## src/spi_link_pkg.sv

```systemverilog
// ============================================================
// SPI link framing
// ============================================================
package spi_link_pkg;

  // endpoint address field width
  localparam int ADDR_BITS = 4;

  // payload field width
  localparam int DATA_BITS = 16;

  // one frame on the wire, address on top
  localparam int FRAME_BITS = ADDR_BITS + DATA_BITS;

  // payload word
  typedef logic [DATA_BITS-1:0] data_t;

  // address in [19:16], data in [15:0]
  typedef logic [FRAME_BITS-1:0] frame_t;

endpackage

```

## src/endpoint_pkg.sv

```systemverilog
// ============================================================
// endpoint address map and endpoint constants
// ============================================================
package endpoint_pkg;

  // mapped endpoints, anything else is answered with the error reply
  typedef enum logic [spi_link_pkg::ADDR_BITS-1:0] {
    EP_BIN      = 4'd4,
    EP_CUT_BIN  = 4'd6,
    EP_CUT_MAG  = 4'd7,
    EP_LOOPBACK = 4'd9
  } ep_addr_e;

  // magnitudes per classifier block
  localparam int N_BINS = 8;
  localparam int BIN_BITS = $clog2(N_BINS);

  typedef logic [BIN_BITS-1:0] bin_idx_t;

  // cutoff registers out of reset
  localparam bin_idx_t CUT_BIN_RESET = '0;
  localparam spi_link_pkg::data_t CUT_MAG_RESET = 16'h7FFF;

  // reply to an unmapped address
  localparam logic [spi_link_pkg::ADDR_BITS-1:0] BAD_ADDR_REPLY = 4'hF;
  localparam spi_link_pkg::data_t BAD_DATA_REPLY = 16'hDEAD;

  // set in the classifier reply on the last sample of a block
  localparam int BLOCK_DONE_BIT = 8;

endpackage

```

## src/spi_minion.sv

```systemverilog
`timescale 1ns/1ps

module spi_minion (
  input  logic                 clk_i,
  input  logic                 rst_n_i,
  input  logic                 cs_n_i,
  input  logic                 sclk_i,
  input  logic                 mosi_i,
  input  spi_link_pkg::frame_t tx_frame_i,
  output logic                 miso_o,
  output logic                 rx_stb_o,
  output spi_link_pkg::frame_t rx_frame_o
);
  import spi_link_pkg::*;

  // counts to FRAME_BITS + 1 so an overlong frame is seen as bad
  localparam int CNT_BITS = $clog2(FRAME_BITS + 2);

  typedef enum logic {
    ST_IDLE,
    ST_SHIFT
  } state_e;

  state_e              state_q;
  logic [1:0]          cs_sync_q;
  logic [1:0]          sclk_sync_q;
  logic [1:0]          mosi_sync_q;
  logic                sclk_prev_q;
  logic                sclk_rise;
  logic                sclk_fall;
  logic [CNT_BITS-1:0] bit_cnt_q;
  frame_t              rx_shift_q;
  frame_t              tx_shift_q;

  // ============================================================
  // synchronizers and sclk edge detect
  // ============================================================
  always_ff @(posedge clk_i or negedge rst_n_i) begin
    if (!rst_n_i) begin
      cs_sync_q   <= 2'b11;
      sclk_sync_q <= 2'b00;
      sclk_prev_q <= 1'b0;
    end else begin
      cs_sync_q   <= {cs_sync_q[0], cs_n_i};
      sclk_sync_q <= {sclk_sync_q[0], sclk_i};
      sclk_prev_q <= sclk_sync_q[1];
    end
  end

  // same depth as sclk so the sample lines up with the rising edge
  always_ff @(posedge clk_i) begin
    mosi_sync_q <= {mosi_sync_q[0], mosi_i};
  end

  assign sclk_rise = sclk_sync_q[1] & ~sclk_prev_q;
  assign sclk_fall = ~sclk_sync_q[1] & sclk_prev_q;

  // ============================================================
  // frame FSM
  // ============================================================
  always_ff @(posedge clk_i or negedge rst_n_i) begin
    if (!rst_n_i) begin
      state_q   <= ST_IDLE;
      bit_cnt_q <= '0;
      rx_stb_o  <= 1'b0;
    end else begin
      rx_stb_o <= 1'b0;
      case (state_q)
        ST_IDLE: begin
          if (!cs_sync_q[1]) begin
            state_q   <= ST_SHIFT;
            bit_cnt_q <= '0;
          end
        end
        ST_SHIFT: begin
          if (cs_sync_q[1]) begin
            state_q <= ST_IDLE;
            // only a full frame goes to the router
            rx_stb_o <= (bit_cnt_q == CNT_BITS'(FRAME_BITS));
          end else if (sclk_rise && (bit_cnt_q <= CNT_BITS'(FRAME_BITS))) begin
            bit_cnt_q <= bit_cnt_q + 1'b1;
          end
        end
        default: state_q <= ST_IDLE;
      endcase
    end
  end

  // shift registers, MSB first both ways
  always_ff @(posedge clk_i) begin
    if (state_q == ST_IDLE) begin
      tx_shift_q <= tx_frame_i;
    end else begin
      if (sclk_rise) begin
        rx_shift_q <= {rx_shift_q[FRAME_BITS-2:0], mosi_sync_q[1]};
      end
      if (sclk_fall) begin
        tx_shift_q <= {tx_shift_q[FRAME_BITS-2:0], 1'b0};
      end
      if (cs_sync_q[1]) begin
        rx_frame_o <= rx_shift_q;
      end
    end
  end

  // bit 19 is on the line as soon as cs falls
  assign miso_o = (state_q == ST_IDLE) ? tx_frame_i[FRAME_BITS-1] : tx_shift_q[FRAME_BITS-1];

endmodule

```

## src/frame_router.sv

```systemverilog
`timescale 1ns/1ps

module frame_router (
  input  logic                   clk_i,
  input  logic                   rst_n_i,
  input  logic                   rx_stb_i,
  input  spi_link_pkg::frame_t   rx_frame_i,
  output spi_link_pkg::data_t    payload_o,
  output logic                   cfg_stb_o,
  output logic                   cfg_sel_mag_o,
  output logic                   bin_stb_o,
  output logic                   loop_stb_o,
  output logic                   bad_stb_o,
  output endpoint_pkg::ep_addr_e bad_addr_o
);
  import spi_link_pkg::*;
  import endpoint_pkg::*;

  ep_addr_e rx_addr;

  // unmapped codes pass through the cast unchanged
  assign rx_addr = ep_addr_e'(rx_frame_i[FRAME_BITS-1 -: ADDR_BITS]);

  // one strobe per received frame
  always_ff @(posedge clk_i or negedge rst_n_i) begin
    if (!rst_n_i) begin
      cfg_stb_o  <= 1'b0;
      bin_stb_o  <= 1'b0;
      loop_stb_o <= 1'b0;
      bad_stb_o  <= 1'b0;
    end else begin
      cfg_stb_o  <= rx_stb_i && (rx_addr inside {EP_CUT_BIN, EP_CUT_MAG});
      bin_stb_o  <= rx_stb_i && (rx_addr == EP_BIN);
      loop_stb_o <= rx_stb_i && (rx_addr == EP_LOOPBACK);
      bad_stb_o  <= rx_stb_i && !(rx_addr inside {EP_BIN, EP_CUT_BIN, EP_CUT_MAG, EP_LOOPBACK});
    end
  end

  always_ff @(posedge clk_i) begin
    if (rx_stb_i) begin
      payload_o     <= rx_frame_i[DATA_BITS-1:0];
      cfg_sel_mag_o <= (rx_addr == EP_CUT_MAG);
      bad_addr_o    <= rx_addr;
    end
  end

endmodule

```

## src/config_bank.sv

```systemverilog
`timescale 1ns/1ps

module config_bank (
  input  logic                   clk_i,
  input  logic                   rst_n_i,
  input  logic                   cfg_stb_i,
  input  logic                   cfg_sel_mag_i,
  input  spi_link_pkg::data_t    payload_i,
  output endpoint_pkg::bin_idx_t cut_bin_o,
  output spi_link_pkg::data_t    cut_mag_o,
  output logic                   ack_stb_o,
  output endpoint_pkg::ep_addr_e ack_addr_o,
  output spi_link_pkg::data_t    ack_data_o
);
  import spi_link_pkg::*;
  import endpoint_pkg::*;

  // ============================================================
  // cutoff registers
  // ============================================================
  always_ff @(posedge clk_i or negedge rst_n_i) begin
    if (!rst_n_i) begin
      cut_bin_o <= CUT_BIN_RESET;
      cut_mag_o <= CUT_MAG_RESET;
      ack_stb_o <= 1'b0;
    end else begin
      ack_stb_o <= cfg_stb_i;
      if (cfg_stb_i) begin
        if (cfg_sel_mag_i) begin
          cut_mag_o <= payload_i;
        end else begin
          // upper payload bits are dropped
          cut_bin_o <= payload_i[BIN_BITS-1:0];
        end
      end
    end
  end

  // ack echoes what was stored
  always_ff @(posedge clk_i) begin
    if (cfg_stb_i) begin
      if (cfg_sel_mag_i) begin
        ack_addr_o <= EP_CUT_MAG;
        ack_data_o <= payload_i;
      end else begin
        ack_addr_o <= EP_CUT_BIN;
        ack_data_o <= data_t'(payload_i[BIN_BITS-1:0]);
      end
    end
  end

endmodule

```

## src/bin_classifier.sv

```systemverilog
`timescale 1ns/1ps

module bin_classifier (
  input  logic                   clk_i,
  input  logic                   rst_n_i,
  input  logic                   bin_stb_i,
  input  spi_link_pkg::data_t    payload_i,
  input  endpoint_pkg::bin_idx_t cut_bin_i,
  input  spi_link_pkg::data_t    cut_mag_i,
  output logic                   cls_stb_o,
  output logic                   cls_done_o,
  output logic                   cls_hit_o
);
  import endpoint_pkg::*;

  bin_idx_t bin_cnt_q;
  logic     hit_acc_q;
  logic     last_bin;
  logic     sample_hit;
  logic     block_hit;

  assign last_bin = (bin_cnt_q == bin_idx_t'(N_BINS - 1));

  // magnitudes are unsigned, strictly above the cutoff counts
  assign sample_hit = (bin_cnt_q >= cut_bin_i) && (payload_i > cut_mag_i);
  assign block_hit  = hit_acc_q | sample_hit;

  // ============================================================
  // bin counter and hit accumulator
  // ============================================================
  always_ff @(posedge clk_i or negedge rst_n_i) begin
    if (!rst_n_i) begin
      bin_cnt_q <= '0;
      hit_acc_q <= 1'b0;
    end else if (bin_stb_i) begin
      if (last_bin) begin
        bin_cnt_q <= '0;
        hit_acc_q <= 1'b0;
      end else begin
        bin_cnt_q <= bin_cnt_q + 1'b1;
        hit_acc_q <= block_hit;
      end
    end
  end

  // result of every sample, done only on the eighth
  always_ff @(posedge clk_i or negedge rst_n_i) begin
    if (!rst_n_i) begin
      cls_stb_o  <= 1'b0;
      cls_done_o <= 1'b0;
      cls_hit_o  <= 1'b0;
    end else begin
      cls_stb_o <= bin_stb_i;
      if (bin_stb_i) begin
        cls_done_o <= last_bin;
        cls_hit_o  <= block_hit;
      end
    end
  end

endmodule

```

## src/response_select.sv

```systemverilog
`timescale 1ns/1ps

module response_select (
  input  logic                   clk_i,
  input  logic                   rst_n_i,
  input  spi_link_pkg::data_t    payload_i,
  input  logic                   loop_stb_i,
  input  logic                   bad_stb_i,
  input  endpoint_pkg::ep_addr_e bad_addr_i,
  input  logic                   ack_stb_i,
  input  endpoint_pkg::ep_addr_e ack_addr_i,
  input  spi_link_pkg::data_t    ack_data_i,
  input  logic                   cls_stb_i,
  input  logic                   cls_done_i,
  input  logic                   cls_hit_i,
  output spi_link_pkg::frame_t   tx_frame_o
);
  import spi_link_pkg::*;
  import endpoint_pkg::*;

  data_t  cls_data;
  logic   resp_stb;
  frame_t resp_frame;

  // classifier reply, zero until the block completes
  always_comb begin
    cls_data                 = '0;
    cls_data[BLOCK_DONE_BIT] = cls_done_i;
    cls_data[0]              = cls_done_i & cls_hit_i;
  end

  // ============================================================
  // next response word
  // ============================================================
  always_comb begin
    resp_stb   = 1'b1;
    resp_frame = '0;
    if (loop_stb_i) begin
      resp_frame = {EP_LOOPBACK, payload_i};
    end else if (bad_stb_i) begin
      resp_frame = {BAD_ADDR_REPLY, BAD_DATA_REPLY};
    end else if (ack_stb_i) begin
      resp_frame = {ack_addr_i, ack_data_i};
    end else if (cls_stb_i) begin
      resp_frame = {EP_BIN, cls_data};
    end else begin
      resp_stb = 1'b0;
    end
  end

  // held until the next result replaces it
  always_ff @(posedge clk_i or negedge rst_n_i) begin
    if (!rst_n_i) begin
      tx_frame_o <= '0;
    end else if (resp_stb) begin
      tx_frame_o <= resp_frame;
    end
  end

endmodule

```

## src/spi_interconnect.sv

```systemverilog
`timescale 1ns/1ps

module spi_interconnect (
  input  logic clk_i,
  input  logic rst_n_i,
  input  logic cs_n_i,
  input  logic sclk_i,
  input  logic mosi_i,
  output logic miso_o
);
  import spi_link_pkg::*;
  import endpoint_pkg::*;

  logic     rx_stb;
  frame_t   rx_frame;
  frame_t   tx_frame;
  data_t    payload;
  logic     cfg_stb;
  logic     cfg_sel_mag;
  logic     bin_stb;
  logic     loop_stb;
  logic     bad_stb;
  ep_addr_e bad_addr;
  bin_idx_t cut_bin;
  data_t    cut_mag;
  logic     ack_stb;
  ep_addr_e ack_addr;
  data_t    ack_data;
  logic     cls_stb;
  logic     cls_done;
  logic     cls_hit;

  // ============================================================
  // SPI front end and address decode
  // ============================================================
  spi_minion spi_minion_inst (
    .clk_i      (clk_i),
    .rst_n_i    (rst_n_i),
    .cs_n_i     (cs_n_i),
    .sclk_i     (sclk_i),
    .mosi_i     (mosi_i),
    .tx_frame_i (tx_frame),
    .miso_o     (miso_o),
    .rx_stb_o   (rx_stb),
    .rx_frame_o (rx_frame)
  );

  frame_router frame_router_inst (
    .clk_i         (clk_i),
    .rst_n_i       (rst_n_i),
    .rx_stb_i      (rx_stb),
    .rx_frame_i    (rx_frame),
    .payload_o     (payload),
    .cfg_stb_o     (cfg_stb),
    .cfg_sel_mag_o (cfg_sel_mag),
    .bin_stb_o     (bin_stb),
    .loop_stb_o    (loop_stb),
    .bad_stb_o     (bad_stb),
    .bad_addr_o    (bad_addr)
  );

  // ============================================================
  // endpoints
  // ============================================================
  config_bank config_bank_inst (
    .clk_i         (clk_i),
    .rst_n_i       (rst_n_i),
    .cfg_stb_i     (cfg_stb),
    .cfg_sel_mag_i (cfg_sel_mag),
    .payload_i     (payload),
    .cut_bin_o     (cut_bin),
    .cut_mag_o     (cut_mag),
    .ack_stb_o     (ack_stb),
    .ack_addr_o    (ack_addr),
    .ack_data_o    (ack_data)
  );

  bin_classifier bin_classifier_inst (
    .clk_i      (clk_i),
    .rst_n_i    (rst_n_i),
    .bin_stb_i  (bin_stb),
    .payload_i  (payload),
    .cut_bin_i  (cut_bin),
    .cut_mag_i  (cut_mag),
    .cls_stb_o  (cls_stb),
    .cls_done_o (cls_done),
    .cls_hit_o  (cls_hit)
  );

  // response goes back out in the next frame
  response_select response_select_inst (
    .clk_i      (clk_i),
    .rst_n_i    (rst_n_i),
    .payload_i  (payload),
    .loop_stb_i (loop_stb),
    .bad_stb_i  (bad_stb),
    .bad_addr_i (bad_addr),
    .ack_stb_i  (ack_stb),
    .ack_addr_i (ack_addr),
    .ack_data_i (ack_data),
    .cls_stb_i  (cls_stb),
    .cls_done_i (cls_done),
    .cls_hit_i  (cls_hit),
    .tx_frame_o (tx_frame)
  );

endmodule

```

## config.mk

```make
export PLATFORM = sky130hd
export DESIGN_NAME = spi_interconnect
export DESIGN_NICKNAME = d
export VERILOG_FILES = /design/src/spi_link_pkg.sv /design/src/endpoint_pkg.sv /design/src/spi_minion.sv /design/src/frame_router.sv /design/src/config_bank.sv /design/src/bin_classifier.sv /design/src/response_select.sv /design/src/spi_interconnect.sv
export SDC_FILE = /design/constraint.sdc
export NUM_CORES = 1
export LEC_CHECK = 0
export BUFFER_PORTS_ARGS = -buffer_cell sky130_fd_sc_hd__buf_2
export CORE_UTILIZATION = 30
export DETAILED_ROUTE_END_ITERATION = 12
export PLACE_DENSITY = 0.47
export SETUP_SLACK_MARGIN = 0.02
export SLEW_MARGIN = 0
export SYNTH_ARGS = -nofsm -noshare
export SYNTH_HDL_FRONTEND = slang
export SYNTH_SLANG_ARGS = --single-unit
```

## constraint.sdc

```tcl
create_clock -name clk_i -period 3.1 [get_ports clk_i]
set_clock_uncertainty 0.1 [all_clocks]
set_input_delay 0.31 -clock clk_i [delete_from_list [all_inputs] [get_ports clk_i]]
set_output_delay 0.31 -clock clk_i [all_outputs]
set_load 0.02 [all_outputs]
```

### Word-level counts from Yosys, hierarchy flattened

Index checks and enable logic that the tools add are counted.
Widths: inputs -> output; s select.

* register bits: 162
* input port bits: 5
* output and inout bits: 1
* word-level logic and storage cells: 86

* add/sub/neg operators: 2
* magnitude comparators: 3
* equal/unequal tests: 10
* multiplexer cells: 21
* bitwise gates (word level): 8
* reduce and logical (&&, ||, !) cells: 14

Operators with widths (count)
* $mux 20: 5
* $mux 19: 1
* $gt 16x16->1: 1
* $mux 5: 3
* $eq 4x3->1 const B: 3
* $mux 1: 10
* $pmux 5 s2: 1
* $ne 2x2->1 const B: 4
* $reduce_and 2->1: 4
* $logic_and 1x1->1: 6
* $add 5x1->5 const B: 1
* $eq 5x5->1 const B: 1
* $le 5x5->1 const B: 1
* $eq 4x4->1 const B: 1
* $not 1->1: 4
* $reduce_bool 4->1: 1
* $add 3x1->3 const B: 1
* $and 1x1->1: 3
* $eq 3x3->1 const B: 1
* $ge 3x3->1: 1
* $mux 3: 1
* $reduce_and 3->1: 1
* $reduce_bool 2->1: 1
* $logic_not 1->1: 1
* $or 1x1->1: 1

### Longest topological paths before layout

Gate-level depths: netlist of run 1.

* depth in word-level cells: 6
* depth in mapped cells: 7

### Cells and area by module

A second synthesis of run 1 with hierarchy kept.

* cells, all modules: 433
* area total of the unflattened synthesis: 6576.3 um^2

Modules (own cells, without submodules)
* spi_minion: times used 1, cells an instance 139, area each 2623.8 um^2, seq. area each 2144.6 um^2
* config_bank: times used 1, cells an instance 78, area each 1420.1 um^2, seq. area each 1029.7 um^2
* response_select: times used 1, cells an instance 93, area each 948.4 um^2, seq. area each 500.5 um^2
* frame_router: times used 1, cells an instance 35, area each 815.8 um^2, seq. area each 730.7 um^2
* bin_classifier: times used 1, cells an instance 88, area each 768.2 um^2, seq. area each 175.2 um^2

### Least setup slack after synthesis of run 1

Ideal clock, no wire load.

* path kind: register -> register
* from: register spi_minion_inst.sclk_sync_q[1]
* to: register spi_minion_inst.tx_shift_q[0], enable pin
* library setup time: 0.425 ns
* data arrival time: 1.837 ns
* data required time: 2.575 ns
* setup slack: 0.738 ns
* cell stages (with the launch flop): 2
* path buffers: 0
* clock period less this slack: 2.362 ns
* path through: dfrtp_1 -> o21ai_0

* word-level cells in the longest chain between the ends: 3

RTL lines
* start, declared: RTL line spi_minion.sv:26 `logic [1:0] sclk_sync_q;`
* start signal, assigned: RTL line spi_minion.sv:45 `sclk_sync_q <= {sclk_sync_q[0], sclk_i};`
* $not 1->1: RTL line spi_minion.sv:56 `assign sclk_fall = ~sclk_sync_q[1] & sclk_prev_q;`
* $and 1x1->1: RTL line spi_minion.sv:56
* $ne 2x2->1 (no line)
* end signal, assigned: RTL line spi_minion.sv:92 `tx_shift_q <= tx_frame_i;`
* end signal, assigned: RTL line spi_minion.sv:98 `tx_shift_q <= {tx_shift_q[FRAME_BITS-2:0], 1'b0};`
* end, declared: RTL line spi_minion.sv:33 `frame_t tx_shift_q;`

No other way between the ends.
A chain may end at the register's enable or synchronous reset.

### Worst setup path after layout of run 1

* from: register config_bank_inst.cut_mag_o[1]
* to: register bin_classifier_inst.cls_hit_o

* word-level cells in the longest chain between the ends: 3

RTL lines
* start, declared: RTL line config_bank.sv:10 `output spi_link_pkg::data_t cut_mag_o,`
* start signal, assigned: RTL line config_bank.sv:30 `cut_mag_o <= payload_i;`
* $gt 16x16->1: RTL line bin_classifier.sv:25 `assign sample_hit = (bin_cnt_q >= cut_bin_i) && (payload_i > cut_mag_i);`
* $logic_and 1x1->1: RTL line bin_classifier.sv:25
* $or 1x1->1: RTL line bin_classifier.sv:26 `assign block_hit = hit_acc_q | sample_hit;`
* end signal, assigned: RTL line bin_classifier.sv:56 `cls_hit_o <= block_hit;`
* end, declared: RTL line bin_classifier.sv:12 `output logic cls_hit_o`

No other way between the ends.

==> impl_metrics.yaml, run 1 <==
run_status:
  status: "completed"
pwr:
  vdd_drop_max_mv: 0.363
  powerDensity_nw_per_um2: 603
  leakagePower_uw: 0.00285
  p_total_uw: 4400
grt:
  grt_pass1_vias: 3486
  grt_pass1_wl_um: 18400
  grt_overflow: 0
  antenna_found_initial: 0
  grt_usage: 0.114
  grt_max_degree: 43
synth:
  synth_area_per_cell_um2: 15.2
  async_flop_share: 0.396
  syn_nets: 440
  synth_top_flop_cell: "edfxtp_1"
  synth.yosys.seq_area_share: 0.710
  ys_seq_elements: 159
  yosysUniqueCellTypes: 42
  synth.cell_area_um2: 6280
  netlist_instances: 412
  yosysWarnings: 0
  synth_edf_count: 94
clock_tree:
  cts_sinks: 159
  postCtsSetupRepairBufs: 0
  cts_tree: "done"
  cts_htree_levels: 4
  clk_latency_ps: 420
  cts_buffer_depth: 2
  cts_resized: 0
  cts_root_buf: "clkbuf_16"
  hold_buffers: 4
  clk_pin_slew_ps: 60
  cts_buffers: 17
setup_path:
  cp-start-kind: "flip-flop"
  cp_num_buf_inv: 1
  critPathTopFamily: "simple AND/OR/NAND/NOR gates"
  end_kind: "flip-flop"
  path_cells: "inv_1, ha_1, nor2b_4, o211ai_2, a2111oi_1, or4_1, a221o_1"
  slowest_stage: "dfstp_2"
  worst_path_largest_cell_delay_ps: 530
  cp.arrival_ps: 2490
  path_class: "flip-flop to flip-flop"
  crit_fanout: 2
  crit_required_ps: 3300
sta:
  setup-violations-final: 0
  rsz0062_at_grt: "false"
  setup_tns_ps: 0
  drv_slew: 0
  layout_min_cycle_time_ps: 2290
  clock.fmax_ghz: 0.437
  finalCritPeriodShare: 0.737
  hold_viol: 0
  slew_headroom: 0.280
  worstMarginPinSlew_ps: 1080
die:
  die_h_um: 147
  die_w_um: 147
  io_pins: 6
  fp-row-count: 52
  start_util: 0.308
  coreArea_um2: 20400
  die_area_um2: 21500
routing:
  ant_nets: 0
  wl_per_cell_um: 15.3
  drt_wl_total_um: 11000
  drtIter0Drc: 170
  vias: 3298
  vias_per_cell: 4.57
  drc: 0
  dr.pass1.iters: 4
final_layout:
  nets: 467
  areaGrowthSynthToFinish_pct: 16.1
  drive_gt1_frac: 0.246
  final_cell_mix: "edfxtp_1 (94), mux2_2 (46), dfrtp_1 (46), nand2_1 (33), inv_1 (26)"
  mostFrequentLayoutCell: "edfxtp_1"
  n_antenna_cell: 0
placement:
  io_buffers: 5
  place_congestion: 0.731
  dpl.hpwl_um: 7130
run:
  maxCapViolCount: 0
hold_path:
  hold_class: "flip-flop to flip-flop"
-- where the power goes --
part / total, uW / switching (uW) / internal, uW
Sequential: 2300 / 20.6 / 2280
Combinational: 93.7 / 57.9 / 35.8
Clock: 2010 / 828 / 1180
Total: 4400 / 907 / 3490
-- final cells by class --
type | instances | area (um^2)
Sequential cell | 159 | 4460
Clock inverter | 13 | 141
Multi-Input combinational cell | 214 | 1670
Timing Repair Buffer | 20 | 148
Fill cell | 1935 | 13100
Clock buffer | 18 | 429
Tap cell | 270 | 338
Inverter | 27 | 101
-- stage by stage --
stage | hold WS (ps) | std cells | area (um^2) | setup WS [ps] | util
2_1_floorplan | -85.6 | 412 | 6280 | 738 | -
3_3_place_gp | 213 | 686 | 6680 | 852 | 0.328
3_5_place_dp | 216 | 686 | 6680 | 812 | 0.328
4_1_cts | 231 | 721 | 7290 | 804 | 0.358
5_1_grt | 242 | 721 | 7290 | 726 | 0.358
6_report | 228 | 721 | 7290 | 814 | 0.358
-- cells in the mapped netlist, types with 2 or more instances --
master / n / area (um^2)
dfxtp_1: 2 / 40.0
mux2_2: 46 / 518
and3_1: 3 / 18.8
nand4_1: 5 / 31.3
and2_1: 14 / 87.6
dfstp_2: 17 / 447
nor3_1: 2 / 10.0
nand3_1: 4 / 20.0
a32oi_1: 4 / 35.0
nand2_1: 33 / 124
nor2_1: 8 / 30.0
inv_1: 26 / 97.6
edfxtp_1: 94 / 2820
a221o_1: 11 / 110
a21o_1: 2 / 15.0
ha_1: 23 / 288
nor2b_1: 6 / 37.5
nand2b_1: 2 / 12.5
dfrtp_1: 46 / 1150
a22oi_1: 2 / 15.0
o21ai_0: 16 / 80.1
clkbuf_1: 10 / 37.5
nand4b_1: 2 / 17.5
a21oi_1: 15 / 75.1
o31ai_1: 2 / 15.0
-- worst reg2reg max path: cells and delay by family, from the launching register on --
kind	cells	cell delay, ps
flops	1	530
simple gates	2	640
buf+inv	1	40
compound gates	3	550
fa+ha+maj	1	300
-- logic make-up after synthesis --
kind of cell,count (synthesis),share of synthesized area
AOI/OAI and AO/OA,58,0.0640
adders and majority gates,23,0.0458
buffers and inverters,39,0.0235
DFF,159,0.710
muxes,47,0.0841
and+or+nand+nor,86,0.0721
-- registers in the layout, summed over array words and instances, names as in the netlist, 2 cells and up --
signal,flops
spi_minion_inst.tx_shift_q,20
response_select_inst.tx_frame_o,20
spi_minion_inst.mosi_sync_q,2
frame_router_inst.payload_o,16
config_bank_inst.cut_mag_o,16
spi_minion_inst.cs_sync_q,2
config_bank_inst.ack_data_o,16
bin_classifier_inst.bin_cnt_q,3
spi_minion_inst.bit_cnt_q,5
spi_minion_inst.rx_frame_o,20
config_bank_inst.cut_bin_o,3
spi_minion_inst.sclk_sync_q,2
spi_minion_inst.rx_shift_q,20
-- path summary, 6_finish.rpt --
check	slack, ps	startpoint	cells past startpoint	to
worst max-delay path	810	config_bank_inst.cut_mag_o[1]$_DFFE_PN1P_	7	bin_classifier_inst.cls_hit_o$_DFFE_PN0P_
worst min-delay path	230	spi_minion_inst.mosi_sync_q[0]$_DFF_P_	0	spi_minion_inst.mosi_sync_q[1]$_DFF_P_
worst max register to register	810	config_bank_inst.cut_mag_o[1]$_DFFE_PN1P_	7	bin_classifier_inst.cls_hit_o$_DFFE_PN0P_
worst min register to register	230	spi_minion_inst.mosi_sync_q[0]$_DFF_P_	0	spi_minion_inst.mosi_sync_q[1]$_DFF_P_
max in group asynchronous	2080	rst_n_i	3	response_select_inst.tx_frame_o[15]$_DFFE_PN0P_
min in group asynchronous	300	rst_n_i	3	bin_classifier_inst.bin_cnt_q[1]$_DFFE_PN0P_
-- routing by layer --
layer	track usage	up-vias	wire, um
met3	0.0347	13	364
met2	0.182	50	5160
met4	0.0359	0	129
met1	0.146	1653	5390
met5	0	-	0
li1	-	1582	-
Note: power is estimated with default switching activity, not from simulation.
==> run 2: changes to the inputs <==
--- a/config.mk
+++ b/config.mk
@@ -8,7 +8,7 @@
 export BUFFER_PORTS_ARGS = -buffer_cell sky130_fd_sc_hd__buf_2
 export CORE_UTILIZATION = 30
 export DETAILED_ROUTE_END_ITERATION = 12
-export PLACE_DENSITY = 0.47
+export PLACE_DENSITY = 0.48
 export SETUP_SLACK_MARGIN = 0.02
 export SLEW_MARGIN = 0
 export SYNTH_ARGS = -nofsm -noshare
==> constraint.sdc (replaced) <==
create_clock -name clk_i -period 2.1 [get_ports clk_i]
set_clock_uncertainty 0.1 [all_clocks]
set_input_delay 0.21 -clock clk_i [delete_from_list [all_inputs] [get_ports clk_i]]
set_output_delay 0.21 -clock clk_i [all_outputs]
set_load 0.02 [all_outputs]
==> run 2 against run 1 <==
The run now ends with negative setup slack left. Largest power group unchanged. Final cell count is 3.5% higher. Die area did not move. Via count grew 3.1%. Sequential share of layout area decreased by 2.8 points. Largest cell class unchanged. Register-to-register slack got worse by 880 ps. Sequential power increased by 47%. Fmax increased by 5.8%. Critical endpoint unchanged. Highest routed layer unchanged. Total power up 51%. Setup slack worse by 880 ps.
==> impl_metrics.yaml, run 2 (synthesis gave the netlist of run 1 again) <==
final_layout:
  areaGrowthSynthToFinish_pct: 21.7
  fin_cells: 746
  mostFrequentLayoutCell: "edfxtp_1"
  nets: 491
  drive_gt1_frac: 0.317
  fillCellCount: 1912
  post-route-cell-area_um2: 7640
  final_cell_mix: "edfxtp_1 (94), mux2_2 (46), dfrtp_1 (46), nand2_1 (33), buf_4 (33)"
  n_antenna_cell: 0
run_status:
  violations: "negative setup slack"
  status: "complete, but fails checks"
die:
  die_w_um: 147
  fp-row-count: 52
  die_area_um2: 21500
  io_pins: 6
  die_h_um: 147
  start_util: 0.308
  coreArea_um2: 20400
sta:
  fin_ws_ps: -61.6
  whs_ps: 237
  layout_min_cycle_time_ps: 2160
  drv_slew: 0
  rsz0062_at_grt: "true"
  clock.fmax_ghz: 0.463
  slew_headroom: 0.313
  finalCritPeriodShare: 1.03
  setup-violations-final: 1
  worstMarginPinSlew_ps: 1030
  setup_tns_ps: -61.6
  hold_viol: 0
grt:
  grt_max_degree: 42
  antenna_found_initial: 0
  grt_pass1_vias: 3578
  grt_pass1_wl_um: 19400
  grt_overflow: 0
  grt_usage: 0.121
clock_tree:
  cts_htree_levels: 4
  clk_latency_ps: 430
  cts_sinks: 159
  cts_root_buf: "clkbuf_16"
  cts_tree: "done"
  cts_buffer_depth: 2
  clk_pin_slew_ps: 60
  cts_buffers: 17
setup_path:
  slowest_stage: "dfstp_2"
  crit_required_ps: 2310
  crit_fanout: 2
  cp-start-kind: "flip-flop"
  r2r_start: "config_bank_inst.cut_mag_o[1]$_DFFE_PN1P_"
  cp-startpoint: "config_bank_inst.cut_mag_o[1]$_DFFE_PN1P_"
  worst_path_largest_cell_delay_ps: 540
  path_cells: "inv_2, ha_4, nor2b_4, o211ai_2, a2111oi_4, or4_1, a221o_1"
  end_kind: "flip-flop"
  path_class: "flip-flop to flip-flop"
  r2r_cells: 7
  cp.arrival_ps: 2380
hold_path:
  hold_class: "primary input to async pin"
routing:
  wl_per_cell_um: 15.9
  vias_per_cell: 4.56
  ant_nets: 0
  drc: 0
  dr.pass1.iters: 4
  drtIter0Drc: 211
  drt_wl_total_um: 11900
  vias: 3399
run:
  maxCapViolCount: 0
pwr:
  vdd_drop_max_mv: 0.511
  leakagePower_uw: 0.00300
  powerDensity_nw_per_um2: 870
placement:
  dpl.cell_count: 709
  dpl.hpwl_um: 8000
  io_buffers: 5
  place_congestion: 0.746
  placed_cell_area_um2: 6870
run 2: cell count changes in the layout (fill, tap and decap cells not counted), sizes merged:
| cell | delta |
|---|---|
| buf | +24 |
| inv | +3 |
| clkinv | -2 |
| clkbuf | +1 |
| clkinvlp | -1 |
run 2: final cells by class:
type                            instances  area [um^2]  share of cell area
Clock buffer                           19          453              0.0593
Clock inverter                         13          151              0.0198
Inverter                               27          101              0.0133
Multi-Input combinational cell        214         1800               0.235
Sequential cell                       159         4460               0.584
Tap cell                              270          338              0.0442
Timing Repair Buffer                   44          344              0.0450
run 2: path summary, 6_finish.rpt:
path / endpoint / slack (ps)
max in group asynchronous: spi_minion_inst.cs_sync_q[0]$_DFF_PN1_ / 950
worst min register to register: spi_minion_inst.mosi_sync_q[1]$_DFF_P_ / 240
worst max-delay path: bin_classifier_inst.cls_hit_o$_DFFE_PN0P_ / -60
worst max register to register: bin_classifier_inst.cls_hit_o$_DFFE_PN0P_ / -60
worst min-delay path: response_select_inst.tx_frame_o[9]$_DFFE_PN0P_ / 240
min in group clk_i: spi_minion_inst.mosi_sync_q[1]$_DFF_P_ / 240
run 2: per-layer routing:
| metal | up-vias | routed length, um | global-route usage |
|---|---|---|---|
| met1 | 1721 | 5760 | 0.157 |
| met5 | - | 0 | 0 |
| met2 | 33 | 5570 | 0.187 |
| met4 | 0 | 202 | 0.0547 |
| met3 | 17 | 319 | 0.0347 |
| li1 | 1628 | - | - |
run 2: stage by stage:
step / utilization / worst slack, ps / power, uW
after floorplan: - / -44.5 / 3520
after global placement: 0.337 / -84.6 / 3580
after detailed placement: 0.337 / -108 / 3590
after CTS: 0.375 / -57.6 / 6750
after global routing: 0.375 / -139 / 6870
final: 0.375 / -61.6 / 6650
run 2: power breakdown:
part | switching [uW] | total [uW] | internal, uW
Combinational | 88.7 | 142 | 52.9
Clock | 1290 | 3120 | 1830
Sequential | 29.1 | 3390 | 3360
Total | 1400 | 6650 | 5250
run 2: worst max-delay path, delay by kind of cell (launching register included):
| family | cells | cell delay (ps) |
|---|---|---|
| AOI/OAI and AO/OA | 3 | 580 |
| adders and majority gates | 1 | 200 |
| buffers and inverters | 1 | 40 |
| DFF | 1 | 540 |
| and+or+nand+nor | 2 | 590 |
run 2: timing repair:
| action | CTS | global route |
|---|---|---|
| endpoints found under the setup margin | 1 | 2 |
| gates resized for setup | 14 | 0 |
| endpoints found under the hold margin | 25 | 0 |
| hold buffers | 4 | 0 |
| pin swaps | 11 | 0 |
| gates cloned | 0 | 0 |
| buffers inserted | 1 | 0 |
